### config.mk
export PLATFORM = sky130hd
export DESIGN_NAME = fetch_predecode
export DESIGN_NICKNAME = d
export VERILOG_FILES = /design/src/common/icache_pkg.sv /design/src/verilog/icache/fetch_predecode.sv
export SDC_FILE = /design/constraint.sdc
export NUM_CORES = 1
export LEC_CHECK = 0
export ABC_AREA = 1
export BUFFER_PORTS_ARGS = -buffer_cell sky130_fd_sc_hd__buf_2
export CORE_AREA = 2 2 39 41
export DETAILED_ROUTE_END_ITERATION = 10
export DIE_AREA = 0 0 41 43
export PLACE_DENSITY_LB_ADDON = 0.25
export REMOVE_ABC_BUFFERS = 1
export SYNTH_ARGS = -nofsm -noshare
export SYNTH_HDL_FRONTEND = slang
export SYNTH_SLANG_ARGS = --single-unit
### constraint.sdc
create_clock -name vclk -period 0.8
set_input_delay 0.04 -clock vclk [all_inputs]
set_output_delay 0.04 -clock vclk [all_outputs]
set_load 0.005 [all_outputs]
### src/common/icache_pkg.sv
package icache_pkg;

    // fixed geometry, PLRU encoding and burst length depend on it
    localparam int LINE_WORDS  = 4;
    localparam int NUM_WAYS    = 4;
    localparam int OFFSET_BITS = $clog2(LINE_WORDS * 4);

    typedef logic [31:0] addr_t;
    typedef logic [31:0] word_t;
    typedef logic [1:0]  way_t;
    typedef logic [2:0]  plru_t;       // tree bits, [2] root
    typedef logic [1:0]  beat_len_t;   // beats minus one
    typedef logic [1:0]  word_sel_t;   // word within a line

    localparam beat_len_t LEN_TWO  = 2'd1;
    localparam beat_len_t LEN_FOUR = 2'd3;

    typedef enum logic [1:0] {
        pd_normal,
        pd_branch,
        pd_call,
        pd_ret
    } predecode_t;

    // data stage control
    typedef enum logic [2:0] {
        st_idle,       // waiting for a lookup
        st_lookup,     // hit, array read data valid
        st_refill,     // four-beat line burst
        st_uncached,   // two-beat burst, no allocation
        st_respond     // answer from line buffer
    } line_state_t;

endpackage

### src/verilog/icache/fetch_predecode.sv
`timescale 1ns/1ps

module fetch_predecode import icache_pkg::*; (
    input  word_t      instr0,
    input  word_t      instr1,
    output predecode_t pd0,
    output predecode_t pd1
);

    localparam logic [5:0] OP_SPECIAL = 6'b000000;
    localparam logic [5:0] OP_REGIMM  = 6'b000001;
    localparam logic [5:0] OP_J       = 6'b000010;
    localparam logic [5:0] OP_JAL     = 6'b000011;
    localparam logic [5:0] OP_BEQ     = 6'b000100;
    localparam logic [5:0] OP_BNE     = 6'b000101;
    localparam logic [5:0] OP_BLEZ    = 6'b000110;
    localparam logic [5:0] OP_BGTZ    = 6'b000111;
    localparam logic [5:0] FN_JR      = 6'b001000;
    localparam logic [5:0] FN_JALR    = 6'b001001;
    localparam logic [4:0] RT_BLTZ    = 5'b00000;
    localparam logic [4:0] RT_BGEZ    = 5'b00001;
    localparam logic [4:0] RT_BLTZAL  = 5'b10000;
    localparam logic [4:0] RT_BGEZAL  = 5'b10001;
    localparam logic [4:0] REG_RA     = 5'd31;

    function automatic predecode_t classify(word_t instr);
        logic [5:0] op;
        logic [5:0] funct;
        logic [4:0] rs;
        logic [4:0] rt;
        logic       is_branch;
        logic       is_regimm_br;
        op    = instr[31:26];
        rs    = instr[25:21];
        rt    = instr[20:16];
        funct = instr[5:0];
        is_regimm_br = (op == OP_REGIMM) &&
                       (rt == RT_BLTZ || rt == RT_BGEZ ||
                        rt == RT_BLTZAL || rt == RT_BGEZAL);
        is_branch = (op == OP_BEQ) || (op == OP_BNE) || (op == OP_BLEZ) ||
                    (op == OP_BGTZ) || (op == OP_J) || is_regimm_br ||
                    (op == OP_SPECIAL && funct == FN_JALR);
        if (is_branch) begin
            return pd_branch;
        end
        if (op == OP_SPECIAL && funct == FN_JR && rs == REG_RA) begin
            return pd_ret;   // jr ra
        end
        if (op == OP_JAL) begin
            return pd_call;
        end
        return pd_normal;
    endfunction

    assign pd0 = classify(instr0);
    assign pd1 = classify(instr1);

endmodule

# Word-level counts from Yosys, hierarchy flattened
# Cells that the tools add are included.
# op_classes
add_sub_neg	0
mul	0
div_mod_pow	0
magnitude_cmp	0
n_eq_ne	26
shifts	0
muxes	24
n_bitwise	0
reduce_logical	30
# op_table
cell	count
6-bit by 3-bit == test with 1-bit output, second input constant	8
5-bit == test, second input constant	6
6-bit by 2-bit == test with 1-bit output, second input constant	4
6-bit by 4-bit == test with 1-bit output, second input constant	4
2-bit two-way mux	12
1-bit logical OR	18
6-bit by 1-bit == test with 1-bit output, second input constant	2
6-bit logical NOT	2
1-bit two-way mux	12
5-bit by 1-bit == test with 1-bit output, second input constant	2
5-bit logical NOT	2
1-bit logical AND	8
# word_totals
regBits	0
latchBits	0
ramBits	0
mem_bits_ro	0
in_bits	64
out_inout_bits	4
word_cells	80
mem_count	0

# Depth between registers and ports, before layout
# depth
depth_word	14
ltp_mapped	7
mapped_depth_nobuf	7

# Worst setup path before layout
# Ideal clock, no wire load.
# synth_timing
path_kind	input-to-output
startpoint	in instr0[31]
endpoint	out pd0[0]
arrival_time_ns	0.458
required_time_ns	0.760
path_slack_ns	0.302
path_stages	5
path_buffers	0
path_cell_list	nor2_4 nand3_1 nor2_1 nand2_1 nand3_1
# synth_via
elab_chain_cells	9
word_cells_on_any_way	29
classes_between	7 x eq/ne; 11 x mux; 11 x reduce/logical
# synth_rtl
element	line	rtl
from (decl)	fetch_predecode.sv:4	input word_t instr0,
parallel branches: the longest is 8 deep, another holds 6-bit by 2-bit == test with 1-bit output	-	
2-bit two-way mux *	fetch_predecode.sv:46	if (op == OP_SPECIAL && funct == FN_JR && rs == REG_RA) begin
to (decl)	fetch_predecode.sv:6	output predecode_t pd0,
# Mark *: on every way between the ends. The select of a mux whose other input is x is not followed.

# Worst setup path in the final report
# layout_timing
startpoint	in instr1[27]
endpoint	out pd1[0]
# layout_via
elab_chain_cells	9
word_cells_on_any_way	29
classes_between	7 x eq/ne; 11 x mux; 11 x reduce/logical
# layout_rtl
element	line	rtl
from (decl)	fetch_predecode.sv:5	input word_t instr1,
parallel branches: the longest is 8 deep, another holds 6-bit by 2-bit == test with 1-bit output	-	
2-bit two-way mux *	fetch_predecode.sv:46	
to (decl)	fetch_predecode.sv:7	output predecode_t pd1
# Marked as above.

==> qor.yml <==
viasPerCell: 4.36
drive_above_1_share_pct: 59.7
die_h_microns: 43
setup_viol: 0
final_util_pct: 50.8
routed_wl_mm: 1.05
ys_seq_area_share_pct: 0
cp_max_fo: 3
syn_area_sq_um: 318
fin_ws_ns: 0.0683
first_pass_iters: 1
maxClockFrequency_mhz: 1370
gp_congestion: 0.597
hp-class: "in2out"
n_clock_buffer: 0
regArea_sq_um: 0
start_util_pct: 23.0
ir_worst_vdd_mv: 0.171
pre_cts_slack_ns: 0.0107
rows: 14
synth_cell_type_count: 9
hpwlAfterDp_microns: 854
post-route-drc-count: 0
status: "completed"
grt_overflow: 0
routedWlPerCell_microns: 7.77
ios: 68
startpoint_type: "primary input"
io_buffers: 44
synth_warnings: 0
num_antenna_cells: 0
synth_area_leaders: "nor2_1 21%, inv_1 19%, nand2_1 19%, nand3_1 16%, nor2_4 7.1%"
crit_type: "in2out"
end_kind: "output port"
crit_arrival_ns: 0.69
endpoint: "pd1[0]"
tightest_slew_ns: 0.191
area_growth_pct: 121
required_ns: 0.76
grt_pass1_wl_mm: 1.62
netlist_instances: 72
p_leak_nw: 0.400
dieArea_sq_mm: 0.00176
ys_top_cells_by_count: "18 x nor2_1, 16 x inv_1, 16 x nand2_1, 10 x nand3_1, 4 x o21ai_0"
dieWidth_microns: 41
startpoint: "instr1[27]"
core-area_sq_mm: 0.00138
p_per_area_mw_per_mm2: 387
avgSynthCellArea_sq_um: 4.41
grt_use_total_pct: 11.9
layout.nets: 185
maxSlewViolCount: 0
synth_top_area_share_pct: 21.3
slew_headroom_pct: 87.2
grt_pass1_vias: 518
cts_hold_buf: 0
grt_max_degree: 5
initialDrtViolationCount: 0
fin_crit_sh_pct: 91.5
ant_nets: 0
vias: 588
grt_setup_unrepaired: "true"
antenna_found_initial: 0
yosysTopAreaCell: "nor2_1"
maxCapViolCount: 0
hold_violations: 0
final.min_clock_period_ns: 0.732
yosysMostFrequentCell: "nor2_1"
nFlopsAndLatches: 0
## layout make-up
| cell class | count | area [sq um] |
|---|---|---|
| repair buffers | 47 | 305 |
| inverters | 16 | 65.1 |
| well taps | 16 | 20.0 |
| fillers | 144 | 681 |
| multi-input cells | 56 | 313 |
## routing by layer
| layer | share of wire (%) | routed length (microns) | global-route usage (%) |
|---|---|---|---|
| met1 | 34 | 356 | 11.7 |
| met2 | 57 | 597 | 25.0 |
| met3 | 9.2 | 96 | 1.05 |
| met4 | 0 | 0 | 0 |
| met5 | 0 | 0 | 0 |
## cell usage in the layout, fill, tap and decap left out
cell,synthesis,routed
nand3_2,0,2
nand3_1,10,8
nor2_4,2,5
buf_4,0,4
nand4_1,2,2
o21ai_0,4,1
nand2_1,16,12
inv_4,0,2
o21ai_1,0,3
nand2_2,0,4
inv_1,16,8
buf_8,0,1
nor2_2,0,5
buf_6,0,8
nor3b_1,2,2
inv_2,0,6
nor3_1,2,2
nor2_1,18,10
buf_2,0,34
## worst max-delay path, stage by stage
cell and delay (ns):
buf_4 0.13, inv_2 0.05, nand2_1 0.04, nor2_1 0.09, nand2_1 0.05, nand2_1 0.06, nand2_1 0.04, nand3_1 0.07
buf_2 0.11
## kinds of logic after synthesis
| family | count (synthesis) | share of synthesized area [%] |
|---|---|---|
| and+or+nand+nor | 52 | 74.8 |
| buffers and inverters | 16 | 18.9 |
| AOI/OAI and AO/OA | 4 | 6.30 |
## worst min path at each step
| stage | start | end | depth (start not counted) |
|---|---|---|---|
| after global placement | instr1[27] | pd1[1] | 4 |
| final | instr0[27] | pd0[1] | 4 |
| after global routing | instr0[27] | pd0[1] | 4 |
| after floorplan | instr0[30] | pd0[0] | 3 |
| after CTS | instr0[27] | pd0[1] | 4 |
| after detailed placement | instr0[27] | pd0[1] | 4 |
## metrics by stage
stage	cell area, sq um	power, mW	TNS [ns]	hold WS, ns	cells
2_1_floorplan	318	0.0680	0	0.212	72
3_3_place_gp	573	0.194	0	0.441	134
3_5_place_dp	573	0.199	0	0.444	134
4_1_cts	573	0.199	0	0.447	134
5_1_grt	703	0.304	-0.108	0.452	135
6_report	703	0.272	0	0.424	135
## repair_timing
| action | in CTS | in global routing |
|---|---|---|
| endpoints found under the setup margin | 0 | 4 |
| gates resized for setup | 0 | 45 |
| buffers inserted | 0 | 1 |
## power breakdown
part	leakage (nW)	internal (mW)	total [mW]	switching, mW
logic	0.400	0.157	0.272	0.116
clock network	0	0	0	0
registers	0	0	0	0
total	0.400	0.157	0.272	0.116
Power figures use the tool's default switching activity.
