<file path="src/common/icache_pkg.sv">
package icache_pkg;

    // fixed geometry, PLRU encoding and burst length depend on it
    localparam int LINE_WORDS  = 4;
    localparam int NUM_WAYS    = 4;
    localparam int OFFSET_BITS = $clog2(LINE_WORDS * 4);

    typedef logic [31:0] addr_t;
    typedef logic [31:0] word_t;
    typedef logic [1:0]  way_t;
    typedef logic [2:0]  plru_t;       // tree bits, [2] root
    typedef logic [1:0]  beat_len_t;   // beats minus one
    typedef logic [1:0]  word_sel_t;   // word within a line

    localparam beat_len_t LEN_TWO  = 2'd1;
    localparam beat_len_t LEN_FOUR = 2'd3;

    typedef enum logic [1:0] {
        pd_normal,
        pd_branch,
        pd_call,
        pd_ret
    } predecode_t;

    // data stage control
    typedef enum logic [2:0] {
        st_idle,       // waiting for a lookup
        st_lookup,     // hit, array read data valid
        st_refill,     // four-beat line burst
        st_uncached,   // two-beat burst, no allocation
        st_respond     // answer from line buffer
    } line_state_t;

endpackage

</file>
<file path="src/common/lookup_if.sv">
`timescale 1ns/1ps

interface lookup_if import icache_pkg::*; #(
    parameter int NUM_SETS = 16
) ();

    localparam int IDX_BITS = $clog2(NUM_SETS);

    logic  valid;      // held until done
    addr_t addr;
    logic  uncached;
    logic  hit;
    way_t  way;        // hit way or victim
    logic  done;       // pulses with the response

    logic [IDX_BITS-1:0] index;

    assign index = addr[OFFSET_BITS +: IDX_BITS];

    modport producer (
        output valid, addr, uncached, hit, way,
        input  done, index
    );

    modport consumer (
        input  valid, addr, uncached, hit, way, index,
        output done
    );

endinterface

</file>
<file path="src/verilog/icache/icache_tag_stage.sv">
`timescale 1ns/1ps

module icache_tag_stage import icache_pkg::*; #(
    parameter int NUM_SETS = 16
) (
    input  logic       clk,
    input  logic       resetn,
    input  logic       req_valid,
    input  addr_t      req_addr,
    input  logic       req_uncached,
    lookup_if.producer lk
);

    localparam int IDX_BITS = $clog2(NUM_SETS);
    localparam int TAG_BITS = 32 - IDX_BITS - OFFSET_BITS;

    typedef logic [IDX_BITS-1:0] index_t;
    typedef logic [TAG_BITS-1:0] tag_t;

    logic [NUM_WAYS-1:0] valid_q [NUM_SETS];
    tag_t                tag_q   [NUM_SETS][NUM_WAYS];
    plru_t               plru_q  [NUM_SETS];

    index_t              req_idx;
    tag_t                req_tag;
    logic [NUM_WAYS-1:0] hit_vec;
    logic                req_hit;
    way_t                hit_way;
    way_t                victim;
    logic                take;
    logic                retire;
    logic                allocate;

    // follow the tree bits towards the older side
    function automatic way_t plru_victim(plru_t p);
        if (p[2]) begin
            return p[0] ? 2'd3 : 2'd2;
        end
        return p[1] ? 2'd1 : 2'd0;
    endfunction

    // point the path bits away from the way just used
    function automatic plru_t plru_touch(plru_t p, way_t w);
        plru_t n;
        n = p;
        n[2] = ~w[1];
        if (w[1]) begin
            n[0] = ~w[0];
        end else begin
            n[1] = ~w[0];
        end
        return n;
    endfunction

    assign req_idx = req_addr[OFFSET_BITS +: IDX_BITS];
    assign req_tag = req_addr[31 -: TAG_BITS];

    always_comb begin
        hit_way = '0;
        for (int w = 0; w < NUM_WAYS; w++) begin
            hit_vec[w] = valid_q[req_idx][w] && (tag_q[req_idx][w] == req_tag);
            if (hit_vec[w]) begin
                hit_way = way_t'(w);
            end
        end
    end

    assign req_hit  = |hit_vec;
    assign victim   = plru_victim(plru_q[req_idx]);
    assign take     = req_valid && !lk.valid;   // stage one free
    assign retire   = lk.valid && lk.done;
    assign allocate = retire && !lk.uncached && !lk.hit;

    always_ff @(posedge clk) begin
        if (resetn) begin
            lk.valid <= 1'b0;
            for (int s = 0; s < NUM_SETS; s++) begin
                valid_q[s] <= '0;
                plru_q[s]  <= '0;
            end
        end else begin
            if (retire) begin
                lk.valid <= 1'b0;
            end else if (take) begin
                lk.valid <= 1'b1;
            end
            if (retire && !lk.uncached) begin
                plru_q[lk.index] <= plru_touch(plru_q[lk.index], lk.way);
            end
            if (allocate) begin
                valid_q[lk.index][lk.way] <= 1'b1;
            end
        end
    end

    // lookup payload and tag array
    always_ff @(posedge clk) begin
        if (take) begin
            lk.addr     <= req_addr;
            lk.uncached <= req_uncached;
            lk.hit      <= req_hit;
            lk.way      <= req_hit ? hit_way : victim;
        end
        if (allocate) begin
            tag_q[lk.index][lk.way] <= lk.addr[31 -: TAG_BITS];   // refill done
        end
    end

endmodule

</file>
<file path="src/flat_wrapper.sv">
// flat-port wrapper written by rule: the top's interface ports become plain ports
module icache_tag_stage_flat import icache_pkg::*;
#(
    parameter int NUM_SETS = 16
)
  (clk, resetn, req_valid, req_addr, req_uncached, lk_valid, lk_addr, lk_uncached, lk_hit, lk_way, lk_done);
  lookup_if #(.NUM_SETS(NUM_SETS)) lk_i ();
  input  logic clk;
  input  logic resetn;
  input  logic req_valid;
  input  addr_t req_addr;
  input  logic req_uncached;
  output wire logic [$bits(lk_i.valid)-1:0] lk_valid;
  output wire logic [$bits(lk_i.addr)-1:0] lk_addr;
  output wire logic [$bits(lk_i.uncached)-1:0] lk_uncached;
  output wire logic [$bits(lk_i.hit)-1:0] lk_hit;
  output wire logic [$bits(lk_i.way)-1:0] lk_way;
  input wire logic [$bits(lk_i.done)-1:0] lk_done;
  assign lk_valid = lk_i.valid;
  assign lk_addr = {>>{lk_i.addr}};
  assign lk_uncached = lk_i.uncached;
  assign lk_hit = lk_i.hit;
  assign lk_way = lk_i.way;
  assign lk_i.done = lk_done;
  icache_tag_stage #(.NUM_SETS(NUM_SETS)) u_core (.clk(clk), .resetn(resetn), .req_valid(req_valid), .req_addr(req_addr), .req_uncached(req_uncached), .lk(lk_i));
endmodule
</file>
<file path="config.mk">
export PLATFORM = sky130hd
export DESIGN_NAME = icache_tag_stage_flat
export DESIGN_NICKNAME = d
export VERILOG_FILES = /design/src/common/icache_pkg.sv /design/src/common/lookup_if.sv /design/src/verilog/icache/icache_tag_stage.sv /design/src/flat_wrapper.sv
export SDC_FILE = /design/constraint.sdc
export NUM_CORES = 1
export LEC_CHECK = 0
export BUFFER_PORTS_ARGS = -buffer_cell sky130_fd_sc_hd__buf_2
export CAP_MARGIN = 20
export CELL_PAD_IN_SITES_DETAIL_PLACEMENT = 1
export CELL_PAD_IN_SITES_GLOBAL_PLACEMENT = 1
export CORE_ASPECT_RATIO = 1.75
export CORE_MARGIN = 3
export CORE_UTILIZATION = 40
export DETAILED_ROUTE_END_ITERATION = 10
export PLACE_DENSITY_LB_ADDON = 0.1
export SLEW_MARGIN = 20
export SYNTH_ARGS = -nofsm -noshare
export SYNTH_HDL_FRONTEND = slang
export SYNTH_SLANG_ARGS = --single-unit
</file>
<file path="constraint.sdc">
create_clock -name clk -period 3 [get_ports clk]
set_input_delay 0.45 -clock clk [delete_from_list [all_inputs] [get_ports clk]]
set_output_delay 0.45 -clock clk [all_outputs]
set_load 0.02 [all_outputs]
</file>
Word level (Yosys, flattened, before mapping) --
Memory sizes are Yosys's and may differ from the RTL's. Index checks and enable logic that the tools add are counted.
Storage, ports and cells: bits in registers 37, bits in latches 0, bits in writable memories 1648, memory bits (read-only) 0, input port bits 37, output and inout port bits 37, logic and storage cells 74, memories kept 3
Operators by class: add/subtract/negate cells 0, $mul 0, div/mod/pow operators 0, $lt $le $gt $ge 4, equality and inequality tests 6, shift-type cells 0, multiplexer cells 34, bitwise operators 3, reduce and logical (&&, ||, !) cells 19
Memories:
- u_core.tag_q | depth 16, width 96, read ports 1, clocked after memory_dff 0, write ports 1, line icache_tag_stage.sv:21 | tag_t tag_q [NUM_SETS][NUM_WAYS];
- u_core.valid_q | depth 16, width 4, read ports 1, clocked after memory_dff 0, write ports 16, line icache_tag_stage.sv:20 | logic [NUM_WAYS-1:0] valid_q [NUM_SETS];
- u_core.plru_q | depth 16, width 3, read ports 1, clocked after memory_dff 0, write ports 16, line icache_tag_stage.sv:22 | plru_t plru_q [NUM_SETS];
Operators with widths (count):
- $eq 24x24->1 | 4
- $mux 96 | 1
- $demux 24 s2 | 1
- $mux 24 | 1
- $mux 4 | 5
- $mux 1 | 18
- $logic_and 1x1->1 | 10
- $mux 2 | 5
- $reduce_or 4->1 | 2
- $mux 3 | 2
- $ne 3x3->1 const B | 2
- $reduce_and 2->1 | 2
- $ge 3x3->1 const B | 1
- $logic_not 1->1 | 3
- $lt 2x3->1 const B | 1
- $lt 3x1->1 const B | 1
- $not 2->3 | 1
- $reduce_or 3->1 | 1
- $demux 1 s2 | 1
- $ge 2x1->1 const B | 1
- $not 1->1 | 2
- $reduce_or 2->1 | 1

Longest topological paths before layout --
Gate-level depths: netlist of the first run.
depth in word-level cells 8, mapped depth 15

Least setup slack after synthesis of the first run --
Ideal clock, no wire load.
kind in2reg, from input port req_addr[4], to register u_core.lk.way[1], data pin, library setup time 255 ps, arrival time 2897 ps, required time 2745 ps, setup slack -152 ps, stages on the path 11, path through buf_6 > buf_2 > buf_2 > mux4_2 > mux2i_1 > xor2_1 > nand4_1 > a2111oi_0 > and4_1 > a31oi_1 > a31o_1
On the way: longest elaborated chain between the ends 6
RTL lines:
- start: declaration | line flat_wrapper.sv:11 | input addr_t req_addr;
- $mem_v2 16x96
- $eq 24x24->1 | line icache_tag_stage.sv:61 | hit_vec[w] = valid_q[req_idx][w] && (tag_q[req_idx][w] == req_tag);
- $logic_and 1x1->1 | line icache_tag_stage.sv:61
- $mux 2 (2 in a row) | line icache_tag_stage.sv:62 | if (hit_vec[w]) begin
- $mux 2 (*) | line icache_tag_stage.sv:102 | lk.way <= req_hit ? hit_way : victim;
- end signal: assignment | line icache_tag_stage.sv:102
- end: declaration | line lookup_if.sv:21 | output valid, addr, uncached, hit, way,
Mark *: on every way between the ends. The rest lies on a longest branch, timed or not. A chain may end at the register's enable or synchronous reset.

Worst setup path in the final report of the first run --
from memory u_core.tag_q[15][20] (netlist bit), to register u_core.lk.way[1], data pin
On the way: longest elaborated chain between the ends 5
RTL lines (line):
- start: declaration | icache_tag_stage.sv:21
- $mem_v2 16x96 (*)
- $eq 24x24->1 (*) | icache_tag_stage.sv:61
- $logic_and 1x1->1 (*) | icache_tag_stage.sv:61
- $reduce_or 4->1 / $mux 2 (equally long branches) | icache_tag_stage.sv:68, icache_tag_stage.sv:62
- $mux 2 (*) | icache_tag_stage.sv:102
Marks and branches as above.

==> results of run 1 <==
## stage by stage
step	total power, mW	cells	hold WS (ps)	worst slack, ps	util, %
5_1_grt	51.34	6128	41.92	-140.5	48.15
3_5_place_dp	29.84	5834	459.0	-1272	44.86
6_report	49.94	6129	50.09	-75.08	48.15
4_1_cts	50.40	6127	2.914	-100.2	48.11
3_3_place_gp	29.78	5834	443.9	-1256	44.86
2_1_floorplan	28.17	3300	434.8	-136.5	-
## worst register-to-register path, stage by stage, from the launching register on
cell      delay [ps]
edfxtp_1         370
mux4_2           490
mux4_2           490
xor2_1           160
nor4_1           330
buf_4            170
nand4_1           90
buf_4            170
or4_4            500
nand2_2          100
a31o_1            90
## kinds of logic after synthesis
group	after synthesis	share of synthesized area (%)
buffers and inverters	199	1.842
AOI/OAI and AO/OA	207	2.283
muxes	611	16.03
DFF	1685	75.01
and+or+nand+nor	476	3.223
xor gates and xnor gates	122	1.605
## cell type report
cell class                 count  area, um^2  area share (%)
sequential                  1685       49950           62.91
multi-input combinational   1416       16030           20.19
timing repair buffer         543        5420           6.827
clock buffer                 211        4434           5.585
tap                         2189        2739           3.450
clock inverter                77       790.8          0.9959
inverter                       6       27.53         0.03467
antenna                        2       5.005        0.006303
## synthesized netlist by cell type (3+ instances only)
master	n	area share [%]
nand3_1	16	0.12
or2_2	17	0.16
and2_1	4	0.038
a22o_1	11	0.14
buf_12	6	0.18
a31oi_1	10	0.094
mux2_2	43	0.73
buf_6	21	0.36
a2111oi_0	6	0.079
inv_1	4	0.023
a21o_1	3	0.034
buf_2	44	0.33
dfxtp_1	65	2.0
buf_1	17	0.096
xnor2_1	74	0.97
nor2_1	249	1.4
o2111ai_1	3	0.039
o21ba_2	4	0.060
mux2i_1	209	3.1
nand2_1	75	0.42
nand4_1	8	0.075
buf_8	6	0.14
xor2_1	48	0.63
mux4_1	4	0.16
edfxtp_1	1620	73
o21ai_0	30	0.23
mux4_2	355	12
clkbuf_1	72	0.41
nand2b_1	27	0.25
nor2b_1	23	0.22
a221oi_1	18	0.24
a31o_2	17	0.22
buf_4	27	0.30
a21oi_1	12	0.090
nor4_1	13	0.12
nor3_1	30	0.23
o2111a_1	3	0.051
o22ai_1	24	0.23
a211oi_1	15	0.17
a22oi_1	35	0.39
## per-layer routing
metal	global-route usage [%]	wire length, um
met1	29.72	80750
met2	46.50	117500
met4	9.934	9681
met5	0	0
met3	2.604	8507
## power by group
group | switching [mW] | internal, mW | total [mW]
Combinational | 2.04 | 1.34 | 3.38
Sequential | 0.0877 | 25.9 | 25.9
Clock | 8.81 | 11.8 | 20.6
## final timing paths
path / startpoint / to / slack (ps) / cells past startpoint
hold reg to reg: u_core.valid_q[8][3] / u_core.valid_q[8][3] / 470 / 2
hold / removal: lk_done / u_core.lk.valid / 50 / 3
setup reg to reg: u_core.tag_q[15][20] / u_core.lk.way[1] / -80 / 10
setup / recovery: u_core.tag_q[15][20] / u_core.lk.way[1] / -80 / 10
## state kept, by name, summed over array words and instances, names as in the netlist
name	count
u_core.plru_q	48
u_core.tag_q	1536
u_core.lk.way	2
u_core.lk.valid	1
u_core.lk.uncached	1
u_core.lk.addr	32
u_core.lk.hit	1
u_core.valid_q	64
## repair_timing
item | 4_1_cts | 5_1_grt
hold buffers | 5 | 0
endpoints found under the setup margin | 3 | 3
buffers inserted | 0 | 0
hold endpoints to repair | 5 | 0
gates resized for setup | 22 | 15
gates cloned | 0 | 0
pin swaps | 5 | 2
==> flow_summary.json, run 1 <==
{
  "clkTransAtPathRegs_ps": 70,
  "nFillCells": 14870,
  "floorplan.core_area_um2": 164900,
  "grt_pass1_vias": 37930,
  "postSynthCellCount": 3300,
  "grt_max_degree": 114,
  "yosysSeqAreaShare_pct": 75.01,
  "syn_avg_cell_area_um2": 20.18,
  "skew_ps": 45.47,
  "clock_sinks": 1685,
  "worstMarginPinSlew_ps": 1032,
  "drc_errors": 0,
  "clock_path_buffers": 4,
  "vias": 35030,
  "cellPowerDensity_nw_per_um2": 629.0,
  "cp_max_fo": 3,
  "final_cell_mix": "edfxtp_1 (1620), mux4_2 (357), buf_4 (347), mux2i_1 (208), nor2_1 (183)",
  "ys_types": 66,
  "cts-root-buf": "clkbuf_16",
  "fin_area_um2": 79400,
  "setup_tns_ps": -75.35,
  "grt_usage_pct": 25.12,
  "io_pins": 74,
  "slowest_stage": "or4_4",
  "drtPass1Iterations": 5,
  "dp_hpwl_um": 141800,
  "row_count": 197,
  "drive_gt1_share_pct": 33.11,
  "syn_nets": 3337,
  "finalSetupViolCount": 2,
  "antenna_left": 0,
  "p_leak_nw": 26.00,
  "route.detailed.wl_per_inst_um": 35.31,
  "drt-initial-drc-count": 3048,
  "clk_latency_ps": 800,
  "finalCritPeriodShare_pct": 102.5,
  "required_ps": 3660,
  "final_common_cell": "edfxtp_1",
  "grt_pass1_wl_um": 300500,
  "placedInstanceArea_um2": 73980,
  "crit_type": "register to register",
  "vdd_drop_max_mv": 0.3562,
  "cpLargestDelayFamily": "simple AND/OR/NAND/NOR gates",
  "die_area_um2": 171600,
  "routed_wl_um": 216400,
  "maxCapViolCount": 0,
  "final.setup.worst_slack_ps": -75.08,
  "io_buffers": 73,
  "max_slew_margin_pct": 30.85,
  "crit_buf_inv": 2,
  "hold_violations": 0,
  "start_kind": "register",
  "slew_violations": 0,
  "die_h_um": 545.7,
  "crit_path_end_kind": "register",
  "yosys_warnings": 0,
  "start_util_pct": 40.38,
  "htree_levels": 4,
  "grt-ovfl-total": 0,
  "cts_buffers": 163,
  "violations": "negative setup slack",
  "die_width_um": 314.4,
  "syn_to_final_growth_pct": 19.24,
  "async_flop_share_pct": 0,
  "vias_per_cell": 5.715,
  "nets": 3852,
  "ys.flop_type": "edfxtp_1",
  "antenna_found_initial": 6,
  "rsz0062_at_grt": "yes",
  "cts_tree": "built",
  "period_needed_ps": 3075,
  "gp_congestion": 0.8425,
  "synth_edf_count": 1620,
  "crit_path_max_incr_delay_ps": 500,
  "syn_area_um2": 66590,
  "ys_ff_latch": 1685,
  "crit_chain": "mux4_2, mux4_2, xor2_1, nor4_1, buf_4, nand4_1, buf_4, or4_4, nand2_2, a31o_1",
  "hp-class": "primary input to register",
  "fmaxAchievable_mhz": 325.2,
  "status": "finished with violations",
  "cp.arrival_ps": 3740
}
Note: power is estimated with default switching activity, not from simulation.
==> run 2, diff against run 1 <==
CORE_ASPECT_RATIO = 0.7   (was 1.75)
CORE_UTILIZATION = 50   (was 40)
==> run 2 against run 1 <==
The flow still finishes with violations (negative setup slack). Cell count fell by 8.0%. Total power shrank 2.8%. Via count increased by 3.4%. Critical path depth rose by 2. Setup slack lost 110 ps. Final area down 1.7%. Critical path type is now primary input to register. Largest power group unchanged.
==> flow_summary.json, run 2 (same netlist as run 1, synthesis figures left out) <==
{
  "clk_latency_ps": 810,
  "vias": 36230,
  "final_cell_count_no_fill": 5637,
  "final.setup.worst_slack_ps": -185.9,
  "route.detailed.wl_per_inst_um": 35.91,
  "slew_violations": 0,
  "crit_top_cell": "buf_12",
  "start_kind": "primary input",
  "cp_max_fo": 17,
  "die_width_um": 442.2,
  "cellPowerDensity_nw_per_um2": 621.6,
  "violations": "negative setup slack",
  "fmaxAchievable_mhz": 313.9,
  "r2r_start": "u_core.tag_q[9][32]",
  "die_h_um": 311.3,
  "cp.arrival_ps": 3720,
  "antenna_found_initial": 10,
  "r2r_slack_ps": -160,
  "worstHoldEndpoint": "u_core.lk.addr[17]",
  "crit_buf_inv": 3,
  "crit_type": "primary input to register",
  "cts_buffers": 159,
  "hp-class": "primary input to register",
  "p_leak_nw": 25.55,
  "largest_reg_flops": 1536,
  "fin_area_um2": 78060,
  "io_pins": 74,
  "rsz0062_at_grt": "yes",
  "grt-ovfl-total": 0,
  "final_common_cell": "edfxtp_1",
  "drtPass1Iterations": 6,
  "drc_errors": 0,
  "worstMarginPinSlew_ps": 1067,
  "final_cell_mix": "edfxtp_1 (1620), mux4_2 (355), buf_4 (298), mux2i_1 (206), nor2_1 (183)",
  "clkTransAtPathRegs_ps": 60,
  "crit_path_max_incr_delay_ps": 810,
  "finalSetupViolCount": 3,
  "slowest_stage": "nor2_1",
  "clock_sinks": 1685,
  "r2r_cells": 10,
  "vias_per_cell": 6.428,
  "antenna_cells": 0,
  "skew_ps": 28.34,
  "crit_chain": "buf_8, buf_12, buf_12, nor2_1, a22o_1, a221oi_2, xnor2_1, a211oi_2, nand4_1, or4_4, o21ai_2, nand2_1",
  "cts_tree": "built",
  "floorplan.core_area_um2": 131500,
  "maxCapViolCount": 0,
  "nets": 3797,
  "largestRegisters": "u_core.tag_q (1536), u_core.valid_q (64), u_core.plru_q (48)",
  "row_count": 111,
  "cpLargestDelayFamily": "simple AND/OR/NAND/NOR gates",
  "setup_tns_ps": -469.8,
  "max_slew_margin_pct": 28.59,
  "finalCritPeriodShare_pct": 106.2,
  "placedInstanceArea_um2": 72970,
  "htree_levels": 4,
  "grt_usage_pct": 29.45,
  "routed_wl_um": 202400,
  "clock_path_buffers": 3,
  "status": "finished with violations",
  "drt-initial-drc-count": 5250,
  "hp-start": "req_addr[17]",
  "grt_max_degree": 65,
  "hold_violations": 0,
  "post-route-util_pct": 59.35,
  "finalPower_mw": 48.52,
  "start_util_pct": 50.63,
  "holdWs_ps": 47.90,
  "antenna_left": 0,
  "place_ws_ps": -1053,
  "gp_congestion": 0.8379,
  "die_area_um2": 137700,
  "dp_hpwl_um": 124900,
  "io_buffers": 73,
  "syn_to_final_growth_pct": 17.23,
  "crit_path_end_kind": "register",
  "hold_depth": 1,
  "period_needed_ps": 3186,
  "dp_cells": 5340,
  "regMostFlops": "u_core.tag_q",
  "vdd_drop_max_mv": 0.5453,
  "grt_pass1_wl_um": 284800,
  "required_ps": 3540,
  "cts-root-buf": "clkbuf_16",
  "grt_pass1_vias": 37020,
  "worst_r2r_endpoint": "u_core.lk.way[0]",
  "drive_gt1_share_pct": 31.50
}
[run 2: cell types whose count changed in the layout (fill, tap and decap cells not counted), moves of 4 or more]
cell       delta
buf_4        -49
bufinv_16    -10
clkinv_1      +8
clkbuf_1      +5
clkinv_2      -5
clkinv_8      +5
a2111oi_2     -4
buf_12        -4
clkbuf_16     -4
clkbuf_8      -4
[run 2: cell type report]
| class | count | area [um^2] |
|---|---|---|
| Clock buffer | 207 | 4273 |
| Clock inverter | 80 | 633.1 |
| Fill cell | 11120 | 53470 |
| Inverter | 6 | 27.53 |
| Multi-Input combinational cell | 1416 | 15980 |
| Sequential cell | 1685 | 49950 |
| Tap cell | 1751 | 2191 |
| Timing Repair Buffer | 492 | 5009 |
[run 2: where the power goes]
part | switching [mW] | internal [mW]
clock | 8.79 | 10.6
combinational | 1.91 | 1.28
sequential | 0.0932 | 25.9
total | 10.8 | 37.7
[run 2: how the worst max path moves through the flow]
stage / from / endpoint / depth (start not counted)
after floorplan: u_core.lk.way[1] / u_core.tag_q[12][24] / 7
after detailed placement: req_addr[5] / u_core.lk.way[0] / 12
after global routing: u_core.tag_q[9][32] / u_core.lk.way[0] / 10
final: req_addr[5] / u_core.lk.way[0] / 12
after global placement: req_addr[5] / u_core.lk.way[0] / 12
after CTS: u_core.tag_q[9][32] / u_core.lk.way[0] / 10
[run 2: timing repair]
action | in CTS | in global routing
setup endpoints to repair | 3 | 3
endpoints found under the hold margin | 8 | 0
pin swaps | 8 | 3
hold buffers | 8 | 0
gates resized for setup | 7 | 12
setup buffers | 0 | 1
cloned | 0 | 1
[run 2: per-layer routing]
metal  vias to the layer above  wire length (um)  GRT usage [%]  share of wire, %
li1                      14350                 -              -                 -
met4                         0              4592          6.980               2.3
met2                      1978             91440          43.85                45
met3                       272             18990          5.666               9.4
met5                         -                 0              0                 0
met1                     19630             87390          45.39                43
